`src/design/core_ctrl_pkg.sv`:
```
// Status word layout, menu enums, settings struct and SD pin struct
package core_ctrl_pkg;

   // ============================================================
   // Menu status word
   // ============================================================
   localparam int STATUS_W = 64;

   // Bit positions, multi-bit fields give their lowest bit
   localparam int ST_RESET    = 0;
   localparam int ST_ASPECT   = 1;   // bits 2..1
   localparam int ST_FX       = 3;   // bits 5..3
   localparam int ST_SCALE    = 6;   // bits 7..6
   localparam int ST_TAPE_SRC = 8;
   localparam int ST_REWIND   = 9;
   localparam int ST_DETACH   = 10;
   localparam int ST_VCROP    = 40;

   // ============================================================
   // Menu choices
   // ============================================================
   typedef enum logic [1:0] {
      ASPECT_ORIGINAL = 2'd0,
      ASPECT_FULL     = 2'd1,
      ASPECT_CUSTOM1  = 2'd2,
      ASPECT_CUSTOM2  = 2'd3
   } aspect_e;

   // Scandoubler effect, CRT entries carry the scanline level
   typedef enum logic [2:0] {
      FX_NONE     = 3'd0,
      FX_HQ2X_320 = 3'd1,
      FX_HQ2X_160 = 3'd2,
      FX_CRT25    = 3'd3,
      FX_CRT50    = 3'd4,
      FX_CRT75    = 3'd5
   } fx_e;

   typedef enum logic {
      TAPE_SRC_FILE = 1'b0,
      TAPE_SRC_ADC  = 1'b1
   } tape_src_e;

   // Decoded settings for the video and tape sides
   typedef struct packed {
      aspect_e    aspect;
      fx_e        fx;
      logic [1:0] scale;
      logic       vcrop_en;
      tape_src_e  tape_src;
      logic       rewind_req;
      logic       scandoubler;
   } osd_settings_t;

   // SD card SPI pins
   typedef struct packed {
      logic sck;
      logic mosi;
      logic cs;
   } sd_pins_t;

   // Download slot of cassette images
   localparam logic [5:0] CAS_INDEX = 6'd5;

endpackage

```
`src/design/display_pkg.sv`:
```
// Video geometry types, crop rule tables and aspect ratio constants
package display_pkg;

   typedef logic [11:0] dim_t;

   // One HDMI height and the number of source lines shown on it
   typedef struct packed {
      dim_t height;
      dim_t lines;
      logic wide_ok;
   } crop_rule_t;

   // ============================================================
   // Crop tables
   // ============================================================
   localparam int WIDE_RULES = 7;
   localparam int TALL_RULES = 2;

   // Modes at least 1.5 times wider than high
   localparam crop_rule_t WIDE_CROP_RULES [WIDE_RULES] = '{
      '{12'd480,  12'd240, 1'b0},
      '{12'd600,  12'd200, 1'b1},
      '{12'd720,  12'd240, 1'b0},
      '{12'd768,  12'd256, 1'b0},   // NTSC shows only 250 lines here
      '{12'd800,  12'd200, 1'b1},
      '{12'd1080, 12'd216, 1'b0},
      '{12'd1200, 12'd240, 1'b0}
   };

   // 4:3 modes that miss the wide test
   localparam crop_rule_t TALL_CROP_RULES [TALL_RULES] = '{
      '{12'd1440, 12'd240, 1'b0},
      '{12'd1536, 12'd256, 1'b0}
   };

   localparam dim_t TALL_MIN_WIDTH = 12'd1440;

   // Aspect ratio pairs
   localparam dim_t ARX_ORIGINAL = 12'd3;
   localparam dim_t ARX_NORMAL   = 12'd400;
   localparam dim_t ARX_WIDE     = 12'd340;
   localparam dim_t ARY_NORMAL   = 12'd300;

   typedef struct packed {
      dim_t       arx;
      dim_t       ary;
      dim_t       crop_size;
      logic [2:0] scale;
      logic [1:0] vga_sl;
      logic       hq2x;
      logic       scandoubler;
   } video_geom_t;

endpackage

```
`src/design/msx_core_ctrl.sv`:
```
// MSX core control top level with status decode, video geometry, SD and tape blocks
module msx_core_ctrl #(
   parameter int ACT_TIMEOUT = 1_000_000
) (
   input  logic                                clock_bus,
   input  logic                                rst_n,
   input  logic [core_ctrl_pkg::STATUS_W-1:0]  status,
   input  logic                                ext_reset,
   input  logic                                forced_scandoubler,
   input  display_pkg::dim_t                   hdmi_width,
   input  display_pkg::dim_t                   hdmi_height,
   input  logic                                img_mounted,
   input  logic [63:0]                         img_size,
   input  logic                                spi_sck,
   input  logic                                spi_mosi,
   input  logic                                card_miso,
   input  logic                                virt_miso,
   input  logic                                ioctl_download,
   input  logic [5:0]                          ioctl_index,
   input  logic                                tape_file,
   input  logic                                tape_adc,
   input  logic                                tape_adc_act,
   output logic                                core_reset,
   output display_pkg::video_geom_t            geom,
   output core_ctrl_pkg::sd_pins_t             sd_pins,
   output logic                                spi_miso,
   output logic                                led_user,
   output logic [1:0]                          led_disk,
   output logic                                cas_play,
   output logic                                cas_rewind,
   output logic                                tape_audio
);

   core_ctrl_pkg::osd_settings_t settings;

   // ============================================================
   // Menu and video
   // ============================================================
   status_decode u_status_decode (
      .clock_bus          (clock_bus),
      .rst_n              (rst_n),
      .status             (status),
      .ext_reset          (ext_reset),
      .forced_scandoubler (forced_scandoubler),
      .settings           (settings),
      .core_reset         (core_reset)
   );

   video_geometry u_video_geometry (
      .clock_bus   (clock_bus),
      .rst_n       (rst_n),
      .settings    (settings),
      .hdmi_width  (hdmi_width),
      .hdmi_height (hdmi_height),
      .geom        (geom)
   );

   // ============================================================
   // SD card and cassette
   // ============================================================
   sd_activity #(
      .ACT_TIMEOUT (ACT_TIMEOUT)
   ) u_sd_activity (
      .clock_bus   (clock_bus),
      .rst_n       (rst_n),
      .img_mounted (img_mounted),
      .img_size    (img_size),
      .spi_sck     (spi_sck),
      .spi_mosi    (spi_mosi),
      .card_miso   (card_miso),
      .virt_miso   (virt_miso),
      .sd_pins     (sd_pins),
      .spi_miso    (spi_miso),
      .led_user    (led_user),
      .led_disk    (led_disk)
   );

   tape_control u_tape_control (
      .clock_bus      (clock_bus),
      .rst_n          (rst_n),
      .settings       (settings),
      .core_reset     (core_reset),
      .ioctl_download (ioctl_download),
      .ioctl_index    (ioctl_index),
      .tape_file      (tape_file),
      .tape_adc       (tape_adc),
      .tape_adc_act   (tape_adc_act),
      .cas_play       (cas_play),
      .cas_rewind     (cas_rewind),
      .tape_audio     (tape_audio)
   );

endmodule

```
`src/design/sd_activity.sv`:
```
// Virtual or physical SD card select, SPI pin gating and activity LEDs
module sd_activity #(
   parameter int ACT_TIMEOUT = 1_000_000
) (
   input  logic                    clock_bus,
   input  logic                    rst_n,
   input  logic                    img_mounted,
   input  logic [63:0]             img_size,
   input  logic                    spi_sck,
   input  logic                    spi_mosi,
   input  logic                    card_miso,
   input  logic                    virt_miso,
   output core_ctrl_pkg::sd_pins_t sd_pins,
   output logic                    spi_miso,
   output logic                    led_user,
   output logic [1:0]              led_disk
);

   localparam int CNT_W = $clog2(ACT_TIMEOUT + 1);
   localparam logic [CNT_W-1:0] CNT_MAX = CNT_W'(ACT_TIMEOUT);

   logic             vsd_sel;
   logic             old_mosi;
   logic             old_miso;
   logic [CNT_W-1:0] idle_cnt;
   logic             sd_act;

   // A mounted image with nonzero size selects the virtual card
   always_ff @(posedge clock_bus) begin
      if (!rst_n)
         vsd_sel <= 1'b0;
      else if (img_mounted)
         vsd_sel <= |img_size;
   end

   // Physical card pins idle while the virtual card is in use
   assign sd_pins.cs   = vsd_sel;
   assign sd_pins.sck  = spi_sck & ~vsd_sel;
   assign sd_pins.mosi = spi_mosi & ~vsd_sel;
   assign spi_miso     = vsd_sel ? virt_miso : card_miso;

   // ============================================================
   // Activity timer
   // ============================================================
   always_ff @(posedge clock_bus) begin
      if (!rst_n) begin
         old_mosi <= 1'b0;
         old_miso <= 1'b0;
         idle_cnt <= CNT_MAX;
         sd_act   <= 1'b0;
      end else begin
         old_mosi <= spi_mosi;
         old_miso <= spi_miso;
         // Saturates so the LED stays dark when the bus is idle
         if ((old_mosi ^ spi_mosi) || (old_miso ^ spi_miso))
            idle_cnt <= '0;
         else if (idle_cnt != CNT_MAX)
            idle_cnt <= idle_cnt + 1'b1;
         sd_act <= (idle_cnt != CNT_MAX);
      end
   end

   assign led_user = vsd_sel & sd_act;
   // Upper bit hands the disk LED fully to the core
   assign led_disk = {1'b1, ~vsd_sel & sd_act};

endmodule

```
`src/design/status_decode.sv`:
```
// Menu status word decode into registered settings and core reset
module status_decode (
   input  logic                                clock_bus,
   input  logic                                rst_n,
   input  logic [core_ctrl_pkg::STATUS_W-1:0]  status,
   input  logic                                ext_reset,
   input  logic                                forced_scandoubler,
   output core_ctrl_pkg::osd_settings_t        settings,
   output logic                                core_reset
);

   core_ctrl_pkg::osd_settings_t settings_next;
   logic                         reset_next;

   // Field extraction
   always_comb begin
      settings_next.aspect =
         core_ctrl_pkg::aspect_e'(status[core_ctrl_pkg::ST_ASPECT +: 2]);
      settings_next.fx =
         core_ctrl_pkg::fx_e'(status[core_ctrl_pkg::ST_FX +: 3]);
      settings_next.scale      = status[core_ctrl_pkg::ST_SCALE +: 2];
      settings_next.vcrop_en   = status[core_ctrl_pkg::ST_VCROP];
      settings_next.tape_src   =
         core_ctrl_pkg::tape_src_e'(status[core_ctrl_pkg::ST_TAPE_SRC]);
      settings_next.rewind_req = status[core_ctrl_pkg::ST_REWIND];
      // Any effect needs the doubled line rate
      settings_next.scandoubler =
         (settings_next.fx != core_ctrl_pkg::FX_NONE) || forced_scandoubler;
   end

   // Menu reset, detach and external reset all restart the core
   assign reset_next = ext_reset
                     | status[core_ctrl_pkg::ST_RESET]
                     | status[core_ctrl_pkg::ST_DETACH];

   always_ff @(posedge clock_bus) begin
      if (!rst_n) begin
         settings   <= '0;
         core_reset <= 1'b0;
      end else begin
         settings   <= settings_next;
         core_reset <= reset_next;
      end
   end

endmodule

```
`src/design/tape_control.sv`:
```
// Cassette load latch, play and rewind control, tape audio source select
module tape_control (
   input  logic                          clock_bus,
   input  logic                          rst_n,
   input  core_ctrl_pkg::osd_settings_t  settings,
   input  logic                          core_reset,
   input  logic                          ioctl_download,
   input  logic [5:0]                    ioctl_index,
   input  logic                          tape_file,
   input  logic                          tape_adc,
   input  logic                          tape_adc_act,
   output logic                          cas_play,
   output logic                          cas_rewind,
   output logic                          tape_audio
);

   logic cas_dl;
   logic cas_dl_last;
   logic cas_load;

   assign cas_dl = ioctl_download && (ioctl_index == core_ctrl_pkg::CAS_INDEX);

   // Latch a loaded tape on the falling edge of its download
   always_ff @(posedge clock_bus) begin
      if (!rst_n) begin
         cas_dl_last <= 1'b0;
         cas_load    <= 1'b0;
      end else begin
         cas_dl_last <= cas_dl;
         if (cas_dl_last && !cas_dl)
            cas_load <= 1'b1;
      end
   end

   // Motor is driven outside this block and counts as on
   assign cas_rewind = settings.rewind_req | cas_dl | core_reset;
   assign cas_play   = cas_load & ~cas_rewind;

   assign tape_audio = (settings.tape_src == core_ctrl_pkg::TAPE_SRC_FILE)
                     ? tape_file
                     : (tape_adc & tape_adc_act);

endmodule

```
`src/design/video_geometry.sv`:
```
// Vertical crop, aspect ratio, scanline and hq2x selection for the HDMI output
module video_geometry (
   input  logic                          clock_bus,
   input  logic                          rst_n,
   input  core_ctrl_pkg::osd_settings_t  settings,
   input  display_pkg::dim_t             hdmi_width,
   input  display_pkg::dim_t             hdmi_height,
   output display_pkg::video_geom_t      geom
);

   logic [12:0]       wide_limit;
   logic              wide_mode;
   logic              tall_mode;
   display_pkg::dim_t crop_next;
   logic              wide_next;
   display_pkg::dim_t crop_q;
   logic              wide_q;

   // Width >= 1.5 x height, kept in 13 bits so tall modes cannot wrap
   assign wide_limit = {1'b0, hdmi_height} + 13'(hdmi_height[11:1]);
   assign wide_mode  = ({1'b0, hdmi_width} >= wide_limit) && !settings.scandoubler;
   assign tall_mode  = (hdmi_width >= display_pkg::TALL_MIN_WIDTH)
                       && !settings.scandoubler;

   // ============================================================
   // Crop lookup
   // ============================================================
   always_comb begin
      crop_next = '0;
      wide_next = 1'b0;
      if (wide_mode) begin
         for (int i = 0; i < display_pkg::WIDE_RULES; i++) begin
            if (hdmi_height == display_pkg::WIDE_CROP_RULES[i].height) begin
               crop_next = display_pkg::WIDE_CROP_RULES[i].lines;
               wide_next = display_pkg::WIDE_CROP_RULES[i].wide_ok & settings.vcrop_en;
            end
         end
      end else if (tall_mode) begin
         for (int i = 0; i < display_pkg::TALL_RULES; i++) begin
            if (hdmi_height == display_pkg::TALL_CROP_RULES[i].height) begin
               crop_next = display_pkg::TALL_CROP_RULES[i].lines;
               wide_next = display_pkg::TALL_CROP_RULES[i].wide_ok & settings.vcrop_en;
            end
         end
      end
   end

   always_ff @(posedge clock_bus) begin
      if (!rst_n) begin
         crop_q <= '0;
         wide_q <= 1'b0;
      end else begin
         crop_q <= crop_next;
         wide_q <= wide_next;
      end
   end

   // ============================================================
   // Output fields
   // ============================================================
   always_comb begin
      if (settings.aspect == core_ctrl_pkg::ASPECT_ORIGINAL) begin
         geom.arx = display_pkg::ARX_ORIGINAL;
         geom.ary = '0;
      end else begin
         geom.arx = wide_q ? display_pkg::ARX_WIDE : display_pkg::ARX_NORMAL;
         geom.ary = display_pkg::ARY_NORMAL;
      end
      geom.crop_size = settings.vcrop_en ? crop_q : '0;
      geom.scale     = {1'b0, settings.scale};
      // CRT25..CRT75 map to scanline levels 1..3
      if (settings.fx > core_ctrl_pkg::FX_HQ2X_160)
         geom.vga_sl = 2'(settings.fx - 3'd2);
      else
         geom.vga_sl = 2'd0;
      geom.hq2x = (settings.fx == core_ctrl_pkg::FX_HQ2X_320)
               || (settings.fx == core_ctrl_pkg::FX_HQ2X_160);
      geom.scandoubler = settings.scandoubler;
   end

endmodule

```
`config.mk`:
```
export PLATFORM = sky130hd
export DESIGN_NAME = msx_core_ctrl
export DESIGN_NICKNAME = d
export VERILOG_FILES = /design/src/design/core_ctrl_pkg.sv /design/src/design/display_pkg.sv /design/src/design/msx_core_ctrl.sv /design/src/design/sd_activity.sv /design/src/design/status_decode.sv /design/src/design/tape_control.sv /design/src/design/video_geometry.sv
export SDC_FILE = /design/constraint.sdc
export NUM_CORES = 1
export LEC_CHECK = 0
export BUFFER_PORTS_ARGS = -buffer_cell sky130_fd_sc_hd__buf_4
export CAP_MARGIN = 20
export CORE_ASPECT_RATIO = 0.5
export CORE_MARGIN = 2
export CORE_UTILIZATION = 40
export CTS_CLUSTER_SIZE = 40
export DETAILED_ROUTE_END_ITERATION = 8
export PLACE_DENSITY = 0.77
export SYNTH_ARGS = -nofsm -noshare
export SYNTH_HDL_FRONTEND = slang
export SYNTH_SLANG_ARGS = --single-unit
```
`constraint.sdc`:
```
create_clock -name clock_bus -period 9.9 [get_ports clock_bus]
set_input_delay 1.98 -clock clock_bus [delete_from_list [all_inputs] [get_ports clock_bus]]
set_output_delay 1.98 -clock clock_bus [all_outputs]
set_load 0.02 [all_outputs]
```
## After elaboration in Yosys (flattened, before gate mapping)

Cells that the tools add are included.

- Output and inout bits: 54
- ROM bits: 0
- Bits in writable memories: 0
- Register bits: 51
- Latch bits: 0
- Bits of input ports: 171
- Memories: 0

- $mul: 0
- Add/subtract/negate cells: 3
- Shift-type cells: 0
- Divide/modulo/power cells: 0
- Equality and inequality tests: 13
- Magnitude comparators: 3
- Reductions and logical operators: 15
- Bitwise operators: 16
- Mux-type cells: 23

Operators with widths:

| kind | number |
|---|---|
| $mux W12 | 9 |
| $reduce_or A64 Y1 | 1 |
| $eq A12 B10 Y1 const B | 4 |
| $eq A12 B11 Y1 const B | 4 |
| $mux W20 | 2 |
| $mux W24 | 1 |
| $mux W8 | 3 |
| $add A20 B1 Y20 const B | 1 |
| $ne A20 B20 Y1 const B | 1 |
| $add A12 B11 Y13 | 1 |
| $ge A12 B13 Y1 | 1 |
| $eq A12 B9 Y1 const B | 1 |
| $ge A12 B11 Y1 const B | 1 |
| $mux W9 | 1 |
| $and A1 B1 Y1 | 6 |
| $eq A6 B3 Y1 const B | 1 |
| $mux W1 | 6 |
| $logic_and A1 B1 Y1 | 4 |
| $not A1 Y1 | 4 |
| $or A1 B1 Y1 | 4 |
| $reduce_or A4 Y1 | 1 |
| $eq A3 B1 Y1 const B | 1 |
| $eq A3 B2 Y1 const B | 1 |
| $gt A3 B2 Y1 const B | 1 |
| other kinds (9) | 13 |

## Longest topological paths before layout

Gate-level depths: netlist of the first run.

- Depth after elaboration: 9
- Mapped depth: 15

## By module

Synthesis of the first run repeated with hierarchy kept, for this count alone.

- Cell total of the unflattened synthesis: 405
- Area, all modules: 3444.6 um^2

Modules (own cells, without submodules):

| module | area an instance (um^2) | instances | cells each |
|---|---|---|---|
| video_geometry | 1669.1 | 1 | 211 |
| sd_activity | 1323.8 | 1 | 155 |
| status_decode | 329.1 | 1 | 25 |
| tape_control | 122.6 | 1 | 14 |

## Worst setup path before layout of the first run

No wires, ideal clock.

- Path kind: input-to-output
- From: in ioctl_index[4]
- To: out cas_play
- Cell stages on the path: 4
- Setup slack: 5030 ps
- Data arrival time: 2890 ps
- Cells stage by stage: nand4bb_1 nor4b_1 or3_1 nor2_1

- Longest elaborated chain between the ends: 6

RTL lines:

| item | RTL line | text |
|---|---|---|
| start, declared | msx_core_ctrl.sv:19 | `input logic [5:0] ioctl_index,` |
| $eq A6 B3 Y1 | tape_control.sv:21 | `assign cas_dl = ioctl_download && (ioctl_index == core_ctrl_pkg::CAS_INDEX);` |
| $logic_and A1 B1 Y1 | tape_control.sv:21 |  |
| $or A1 B1 Y1 (2 in a row) | tape_control.sv:36 | `assign cas_rewind = settings.rewind_req \| cas_dl \| core_reset;` |
| net cas_rewind | msx_core_ctrl.sv:30 | `output logic cas_rewind,` |
| $not A1 Y1 | tape_control.sv:37 | `assign cas_play = cas_load & ~cas_rewind;` |
| $and A1 B1 Y1 | tape_control.sv:37 |  |
| end, declared | msx_core_ctrl.sv:29 | `output logic cas_play,` |

The timed path passes the listed nets, and every way through them passes these cells.

## Worst setup path after layout of the first run

- From: in ioctl_index[4]
- To: out cas_play

- Longest elaborated chain between the ends: 6

RTL lines:

| item | RTL line |
|---|---|
| $eq A6 B3 Y1 | tape_control.sv:21 |
| $logic_and A1 B1 Y1 | tape_control.sv:21 |
| $or A1 B1 Y1 (2 in a row) | tape_control.sv:36 |
| $not A1 Y1 | tape_control.sv:37 |
| $and A1 B1 Y1 | tape_control.sv:37 |

Every way passes these cells.

==> flow_summary.ini, run 1 <==
[detailed_routing]
drtAntennaViolNets = 0
wl_mm = 8.41
first_pass_iters = 4
drt_iter0_drc = 195
wl_per_cell_microns = 12.9
routed_via_density = 4.82
drc = 0
vias = 3154

[floorplanning]
dieArea_sq_um = 9140
num_rows = 23
io_pins = 225
core_sq_um = 8060
die_y_microns = 68.6
die_w_microns = 133
start_util_pct = 41.4

[setup_path]
crit_type = in -> out
cp_cell_sequence = buf_4 > nand4bb_1 > nor4b_1 > or3_1 > nor2_1 > buf_4
crit_start = ioctl_index[4]
cp_max_fo = 3
cp.required_ns = 7.92
r2r-end = u_sd_activity.idle_cnt[14]
worstRegToRegCells = 8
path_depth = 6
crit_top_cell = buf_4
critPathArrivalTime_ns = 3.01
crit_family = simple AND/OR/NAND/NOR gates
crit_slowest_cell = nor4b_1
cp-start-kind = primary input
cp_slowest_stage_delay_ns = 0.35
r2r_start = u_sd_activity.idle_cnt[0]
critPathBufInv = 2
crit_path_end_kind = output port
cp-endpoint = cas_play
r2r_slack_ns = 7.55

[finish]
area_growth_pct = 36.9
fillers = 771
drive_gt1_share_pct = 30.6
multi_input_area_sq_um = 2160
diodes = 0
register_area_sq_um = 881
nets = 753

[status]
status = complete, no violations

[clock_tree]
cts.repair.resized = 0
cts.clk_slew.worst_paths_ns = 0.06
cts_tree = done
h-tree-depth = 2
cts_buffer_depth = 2
clock_latency_ns = 0.28
cts_made_buffers = 5
ctsRootBufferMaster = clkbuf_16
post-cts-setup-buffers = 0
clock_sinks = 44
hold_buffers = 0

[power]
vdd_drop_max_mv = 0.0638
pwr_density_cell_nw_per_um2 = 109
power_uw = 499
leakage_uw = 0.00211

[timing]
setup_viol = 0
rsz0062_at_grt = no
fin_skew_ns = 0.00184
slew_headroom_pct = 53.4
timing.final.crit_share_pct = 50.4
max_freq_mhz = 200
period_needed_ns = 4.99
worst_slew_pin_slew_ns = 0.697
final_max_slew_viol_count = 0
hold_violations = 0
fin_tns_setup_ns = 0

[synthesis]
ys_ff_latch = 44
netlist.top_cell.by_area = dfxtp_1
synth-main-ff-cell = dfxtp_1
syn-cell-area_sq_um = 3340
ys_types = 51
synth.yosys.seq_area_share_pct = 26.4
synthCells = 401
async_reset_ff_share_pct = 0
synth-edff-count = 0
synth_top_area_share_pct = 26.4
avgSynthCellArea_sq_um = 8.33
yosysWarnings = 0
synth.most_common_cell = dfxtp_1
yosys-top-cells-area = dfxtp_1, ha_1, buf_4
synth.top_cells.by_count = dfxtp_1, ha_1, nor2_1

[placement]
port_buffers = 151
gp_congestion = 0.854
dp_hpwl_mm = 6.99

[min_path]
min_path_type = reg -> reg

[global_routing]
grt_pass1_wl_mm = 12.6
grt_overflow = 0
track_usage_pct = 17.0
grt_pass1_vias = 2699
grt_antenna_before_repair = 0
grt_max_degree = 23

[run]
cap_violations = 0
-- flip-flops by register name, indices dropped and copies added (netlist names) --
| signal | cells |
|---|---|
| u_status_decode.core_reset | 1 |
| u_tape_control.cas_load | 1 |
| u_video_geometry.wide_q | 1 |
| u_status_decode.settings | 11 |
| u_sd_activity.old_miso | 1 |
| u_video_geometry.crop_q | 5 |
| u_sd_activity.old_mosi | 1 |
| u_tape_control.cas_dl_last | 1 |
| u_sd_activity.sd_act | 1 |
| u_sd_activity.idle_cnt | 20 |
| u_sd_activity.vsd_sel | 1 |
-- placed cells by master, fill, tap and decap left out, drive strengths merged, types with 4 or more instances in the layout --
cell type  netlist  layout
o21ai           21      21
nand4            9       9
nor4            19      19
xnor2           19      19
nand2b           6       6
nor3             9       9
inv             28      28
xor2            10      10
nand2           11      11
conb             2      21
clkbuf           4       6
nor2            36      36
a21oi           15      15
or3              4       4
a21o             7       7
and2            20      20
ha              40      40
buf             33     151
dfxtp           44      44
nand3           12      12
nor2b            7       7
o21a             6       6
-- final cells by class --
class | count | area share [%]
multi-input combinational | 311 | 47.3
clock buffer | 6 | 3.04
timing repair buffer | 151 | 24.8
sequential | 44 | 19.3
clock inverter | 2 | 0.219
tap | 112 | 3.07
inverter | 28 | 2.30
-- metal layers --
layer	routed length [microns]	vias up	track usage [%]
met5	0	-	0
met4	48	0	2.79
met3	329	8	2.85
met2	4060	59	28.3
met1	3980	1454	24.0
li1	-	1633	-
-- worst reg2reg max path, stage by stage (launching register included) --
cell and delay (ns):
dfxtp_1 0.34, inv_1 0.09, ha_1 0.15, nand4b_1 0.11
or4b_2 0.73, o2111ai_2 0.43, nor4_1 0.13, xnor2_1 0.15
o21ai_0 0.08
-- worst min path at each step --
stage / startpoint / to / slack [ns] / cells past startpoint
after global routing: u_tape_control.cas_load / u_tape_control.cas_load / 0.49 / 2
after floorplan: u_tape_control.cas_load / u_tape_control.cas_load / 0.43 / 2
after CTS: u_tape_control.cas_load / u_tape_control.cas_load / 0.46 / 2
final: u_tape_control.cas_load / u_tape_control.cas_load / 0.46 / 2
after detailed placement: u_tape_control.cas_load / u_tape_control.cas_load / 0.45 / 2
after global placement: u_tape_control.cas_load / u_tape_control.cas_load / 0.45 / 2
-- where the power goes --
group          internal [uW]  leakage (uW)  switching (uW)  total, uW
combinational           74.6       0.00168            72.9        147
clock                   99.3     0.0000766            63.4        163
sequential               184      0.000362            5.08        189
-- metrics by stage --
stage	cells	util [%]	cell area, sq um	setup WS (ns)	hold slack, ns
final	654	56.7	4570	4.91	0.459
after global routing	654	56.7	4570	4.83	0.491
after CTS	654	56.7	4570	4.91	0.463
after detailed placement	646	54.9	4420	4.78	0.453
after global placement	646	54.9	4420	4.85	0.450
after floorplan	420	-	3410	5.03	0.432
-- kinds of logic (layout without fill, tap and decap cells) --
| group | count (synthesis) | after routing | synth area share [%] |
|---|---|---|---|
| mux | 3 | 3 | 0.899 |
| xor+xnor | 29 | 29 | 7.61 |
| compound gates | 68 | 68 | 13.3 |
| other cells | 2 | 21 | 0.225 |
| buf+inv | 65 | 187 | 11.0 |
| fa+ha+maj | 41 | 41 | 15.6 |
| simple gates | 149 | 149 | 25.0 |
| flops | 44 | 44 | 26.4 |
(Power assumes the default switching activity.)
==> run 2: changes to the inputs <==
--- a/config.mk
+++ b/config.mk
@@ -5,6 +5,7 @@
 export SDC_FILE = /design/constraint.sdc
 export NUM_CORES = 1
 export LEC_CHECK = 0
+export ABC_AREA = 1
 export BUFFER_PORTS_ARGS = -buffer_cell sky130_fd_sc_hd__buf_4
 export CAP_MARGIN = 20
 export CORE_ASPECT_RATIO = 0.5
@@ -12,7 +13,7 @@
 export CORE_UTILIZATION = 40
 export CTS_CLUSTER_SIZE = 40
 export DETAILED_ROUTE_END_ITERATION = 8
-export PLACE_DENSITY = 0.77
+export PLACE_DENSITY = 0.79
 export SYNTH_ARGS = -nofsm -noshare
 export SYNTH_HDL_FRONTEND = slang
 export SYNTH_SLANG_ARGS = --single-unit
==> constraint.sdc (replaced) <==
create_clock -name clock_bus -period 4.5 [get_ports clock_bus]
set_input_delay 0.9 -clock clock_bus [delete_from_list [all_inputs] [get_ports clock_bus]]
set_output_delay 0.9 -clock clock_bus [all_outputs]
set_load 0.02 [all_outputs]
==> flow_summary.ini, run 2 <==
[global_routing]
grt_antenna_before_repair = 0
track_usage_pct = 19.2
grt_pass1_vias = 3590
grt_pass1_wl_mm = 15.7
grt_max_degree = 27
grt_overflow = 0

[clock_tree]
clock_sinks = 44
clock_latency_ns = 0.28
ctsRootBufferMaster = clkbuf_16
cts.clk_slew.worst_paths_ns = 0.06
hold_buffers = 0
h-tree-depth = 2
cts_tree = done
post-cts-setup-buffers = 0
cts.repair.resized = 0
cts_buffer_depth = 2
cts_made_buffers = 5

[placement]
place_area_sq_um = 4710
dp_hpwl_mm = 8.04
gp_congestion = 0.867
port_buffers = 151

[detailed_routing]
top_layer = met4
drtAntennaViolNets = 0
routed-wl-met2_mm = 4.78
met1_length_mm = 4.21
drc = 0
wl_mm = 9.45
vias = 3695
wl_per_cell_microns = 12.1
drt_iter0_drc = 171
routed_via_density = 4.71
first_pass_iters = 4
wl_met3_microns = 333

[timing]
fin_skew_ns = 0.00199
hold_violations = 0
fin_tns_setup_ns = 0
setup_viol = 0
period_needed_ns = 3.22
timing.final.crit_share_pct = 71.6
rsz0062_at_grt = no
final_max_slew_viol_count = 0
max_freq_mhz = 310

[synthesis]
avgSynthCellArea_sq_um = 6.90
synth_top_area_share_pct = 24.3
synth-main-ff-cell = dfxtp_1
synth.yosys.seq_area_share_pct = 24.3
synthCells = 526
synth-edff-count = 0
yosys-top-cells-area = dfxtp_1, ha_1, inv_1
yosysWarnings = 0
async_reset_ff_share_pct = 0
netlist.top_cell.by_area = dfxtp_1
synth.most_common_cell = inv_1
ys_types = 40
ys_ff_latch = 44
synth.top_cells.by_count = inv_1, nand2_1, nor2_1
syn-cell-area_sq_um = 3630

[finish]
largest_reg_flops = 20
finish.instance_area_sq_um = 4850
layout_commonest_cell = buf_4
diodes = 0
area_growth_pct = 33.8
nets = 878
largest_register = u_sd_activity.idle_cnt
drive_gt1_share_pct = 27.7
reg.largest.list = u_sd_activity.idle_cnt: 20 flops, u_status_decode.settings: 11 flops, u_video_geometry.crop_q: 5 flops
final_cell_mix = buf_4, inv_1, nand2_1, nor2_1, dfxtp_1
finish.utilization_pct = 55.4

[setup_path]
crit_top_cell = nand2_1
cp_max_fo = 6
crit_start = hdmi_height[4]
crit_slowest_cell = ha_1
crit_type = in -> reg
crit_path_end_kind = register
r2r-end = u_sd_activity.idle_cnt[10]
cp_slowest_stage_delay_ns = 0.38
r2r_slack_ns = 2.60
critPathBufInv = 2
r2r_start = u_sd_activity.vsd_sel
cp.required_ns = 4.68
cp-start-kind = primary input
worstRegToRegCells = 10
cp_cell_sequence = buf_4 > inv_1 > ha_1 > a21oi_1 > nand2_1 > nor2_1 > o21ai_0 > xnor2_1 > ha_1 > nand2_1 > o21ai_0 > nor2_1 > nand3_1 > nand3_1 > nand2_1 > nand3_1 > nand2_1 > nor2_1
crit_family = simple AND/OR/NAND/NOR gates
critPathArrivalTime_ns = 3.40

[power]
vdd_drop_max_mv = 0.146
pwr_density_cell_nw_per_um2 = 233
leakage_uw = 0.00261

[min_path]
whs_endpoint = u_tape_control.cas_load
hold_path_depth = 2
min_path_type = reg -> reg
worstHoldStart = u_tape_control.cas_dl_last

[floorplanning]
die_w_microns = 139
num_rows = 24
core_sq_um = 8770
dieArea_sq_um = 9900
die_y_microns = 71.3
io_pins = 225
start_util_pct = 41.4

[status]
status = complete, no violations

[run]
cap_violations = 0
## run 2: changes by cell type after synthesis, sizes merged, moves of 5 or more
cell / previous run / this run
a21o: 7 / 1
a21oi: 15 / 27
and2: 20 / 0
inv: 28 / 99
nand2: 11 / 93
nand2b: 6 / 0
nand3: 12 / 26
nand4: 9 / 20
nor2: 36 / 52
nor2b: 7 / 0
o21a: 6 / 1
xnor2: 19 / 3
## run 2: worst max-delay path by stage
stage / depth (start not counted) / end / slack [ns]
CTS: 18 / u_video_geometry.crop_q[8] / 1.29
global placement: 18 / u_video_geometry.crop_q[8] / 1.03
finish: 18 / u_video_geometry.crop_q[8] / 1.28
global route: 19 / u_video_geometry.crop_q[8] / 0.94
detailed placement: 19 / u_video_geometry.crop_q[8] / 1.00
floorplan: 17 / u_video_geometry.crop_q[8] / 1.42
## run 2: area by class of cell
cell class                 count  area (sq um)
fill                         846          3910
multi-input combinational    365          2180
timing repair buffer         151          1130
sequential                    44           881
inverter                      99           372
clock buffer                   8           146
tap                          117           146
## run 2: cells by family after synthesis
| logic type | after synthesis | synth area share (%) |
|---|---|---|
| AOI/OAI and AO/OA | 64 | 10.7 |
| xor gates and xnor gates | 11 | 2.66 |
| adders and majority gates | 41 | 14.3 |
| buffers and inverters | 136 | 17.7 |
| DFF | 44 | 24.3 |
| other | 2 | 0.207 |
| and+or+nand+nor | 228 | 30.1 |
## run 2: per-layer routing
metal / up-vias / global-route usage [%]
met3: 15 / 2.67
li1: 1937 / -
met4: 0 / 5.27
met2: 78 / 37.6
met1: 1665 / 22.4
met5: - / 0
## run 2: worst register-to-register path: stages, from the launching register on
cell	delay, ns
dfxtp_1	0.47
inv_1	0.09
nand2_1	0.08
nand2_2	0.08
inv_2	0.06
nor2_1	0.04
nor3_2	0.14
nand2_2	0.16
inv_2	0.30
o21ai_0	0.23
a22oi_2	0.16
## run 2: through the flow
| step | setup slack (ns) | std cells | total power (uW) | hold WS [ns] |
|---|---|---|---|---|
| final | 1.28 | 784 | 1130 | 0.445 |
| after global routing | 0.941 | 784 | 1200 | 0.481 |
| after CTS | 1.29 | 784 | 1140 | 0.449 |
| after detailed placement | 1.00 | 776 | 776 | 0.441 |
| after global placement | 1.03 | 776 | 766 | 0.429 |
| after floorplan | 1.42 | 545 | 648 | 0.426 |
## run 2: report_power, final
part	leakage, uW	switching, uW	total, uW	internal [uW]
Clock	0.0000712	139	360	221
Combinational	0.00217	191	353	162
Sequential	0.000362	11.6	416	405
==> run 3: changes to the inputs <==
==> constraint.sdc (replaced) <==
create_clock -name clock_bus -period 2.9 [get_ports clock_bus]
set_input_delay 0.58 -clock clock_bus [delete_from_list [all_inputs] [get_ports clock_bus]]
set_output_delay 0.58 -clock clock_bus [all_outputs]
set_load 0.02 [all_outputs]
==> flow_summary.ini, run 3 (synthesis gave the netlist of run 2 again) <==
[status]
status = complete, no violations

[detailed_routing]
drtAntennaViolNets = 0
routed_via_density = 4.72
first_pass_iters = 4
wl_mm = 10.1
vias = 3870
wl_per_cell_microns = 12.3
drc = 0
drt_iter0_drc = 117

[global_routing]
grt_pass1_vias = 3748
grt_pass1_wl_mm = 16.4
track_usage_pct = 19.9
grt_max_degree = 27
grt_overflow = 0
grt_antenna_before_repair = 0

[placement]
port_buffers = 151
gp_congestion = 0.859
place_ws_ns = -0.244
place_area_sq_um = 4950
dp_hpwl_mm = 8.38

[clock_tree]
cts_buffer_depth = 2
ctsRootBufferMaster = clkbuf_16
clock_sinks = 44
hold_buffers = 0
cts_tree = done
h-tree-depth = 2
clock_latency_ns = 0.28
cts_made_buffers = 5
cts.clk_slew.worst_paths_ns = 0.06

[setup_path]
cp_max_fo = 6
crit_type = in -> reg
cp_slowest_stage_delay_ns = 0.36
worstRegToRegCells = 10
crit_path_end_kind = register
cp_cell_sequence = buf_4 > ha_1 > inv_2 > fa_2 > inv_1 > nand3_1 > nand2_2 > a21oi_2 > nor2_1 > nor2_1 > xor2_1 > ha_1 > a21oi_2 > nor2_1 > o21bai_2 > nand2_4 > a21oi_1 > nor2_1
cp-endpoint = u_video_geometry.crop_q[8]
cp.required_ns = 3.08
critPathArrivalTime_ns = 2.90
cp-start-kind = primary input
r2r_slack_ns = 1.06
r2r-end = u_sd_activity.idle_cnt[10]
crit_slowest_cell = fa_2
crit_start = hdmi_height[1]
r2r_start = u_sd_activity.vsd_sel
crit_top_cell = nor2_1

[finish]
register_area_sq_um = 881
diodes = 0
largest_reg_flops = 20
drive_gt1_share_pct = 34.1
fillers = 815
final_cell_mix = buf_4, inv_1, nand2_1, nor2_1, dfxtp_1
nets = 914
largest_register = u_sd_activity.idle_cnt
finish.instance_area_sq_um = 5270
reg.largest.list = u_sd_activity.idle_cnt: 20 flops, u_status_decode.settings: 11 flops, u_video_geometry.crop_q: 5 flops
layout_commonest_cell = buf_4
multi_input_area_sq_um = 2250
area_growth_pct = 45.2

[timing]
period_needed_ns = 2.72
max_freq_mhz = 368
final_max_slew_viol_count = 0
timing.final.crit_share_pct = 93.8
hold_violations = 0
whs_ns = 0.450
setup_viol = 0
fin_ws_ns = 0.180
fin_skew_ns = 0.00487

[power]
switching_share_pct = 27.6
p_sw_uw = 582
clock_power_share_pct = 38.7
pwr_density_cell_nw_per_um2 = 400
p_int_uw = 1520
combPwrFrac_pct = 30.6
seqPwrFrac_pct = 30.7
vdd_drop_max_mv = 0.215
leakage_uw = 0.00282

[floorplanning]
start_util_pct = 41.4
dieArea_sq_um = 9900
num_rows = 24
core_sq_um = 8770
die_w_microns = 139
die_y_microns = 71.3
io_pins = 225

[run]
cap_violations = 0

[min_path]
worstHoldStart = u_tape_control.cas_dl_last
min_path_type = reg -> reg
## run 3: cell count changes in the layout (fill, tap and decap cells not counted), sizes merged
cell	delta
buf	+36
bufinv	+3
clkbuf	-3
## run 3: worst min path at each step
stage	end	slack, ns	cells past startpoint
after floorplan	u_tape_control.cas_load	0.43	2
after global placement	u_tape_control.cas_load	0.43	2
after detailed placement	u_tape_control.cas_load	0.45	2
after CTS	u_tape_control.cas_load	0.46	2
after global routing	u_tape_control.cas_load	0.47	2
final	u_tape_control.cas_load	0.45	2
## run 3: layout make-up
| type | instances | share of cell area, % |
|---|---|---|
| clock buffers | 5 | 2.38 |
| clock inverters | 3 | 1.71 |
| inverters | 99 | 7.05 |
| multi-input cells | 365 | 42.7 |
| flip-flops and latches | 44 | 16.7 |
| well taps | 117 | 2.78 |
| repair buffers | 187 | 26.7 |
## run 3: power groups by stage
stage | Sequential, uW | Combinational (uW) | Clock [uW]
floorplan | 655 | 351 | 0
global placement | 657 | 582 | 0
detailed placement | 659 | 595 | 0
CTS | 646 | 599 | 826
global route | 649 | 717 | 852
finish | 646 | 645 | 814
## run 3: repair_timing
action / in CTS / in global routing
endpoints found under the setup margin: 0 / 6
gates resized for setup: 0 / 20
buffers inserted: 0 / 4
## run 3: metrics by stage
step	instances	TNS [ns]	utilization (%)	total power, uW
after global routing	820	-0.0223	60.1	2220
after CTS	816	0	58.9	2070
after detailed placement	808	-1.25	56.4	1250
final	820	0	60.1	2100
after floorplan	545	0	-	1010
after global placement	808	-0.975	56.4	1240
## run 3: metal layers
metal	global-route usage [%]	part of all wire, %	wire [microns]
met5	0	0	0
met4	4.15	0.88	89
met3	3.07	3.8	388
met2	39.2	52	5290
met1	23.2	43	4350
## run 3: worst max-delay path: cells and delay by family
| kind | cells | cell delay, ns |
|---|---|---|
| adder cells (fa/ha/maj) | 3 | 0.83 |
| buffers and inverters | 3 | 0.21 |
| AND/OR/NAND/NOR | 7 | 0.56 |
| XOR/XNOR | 1 | 0.15 |
| AO/OA/AOI/OAI | 4 | 0.56 |
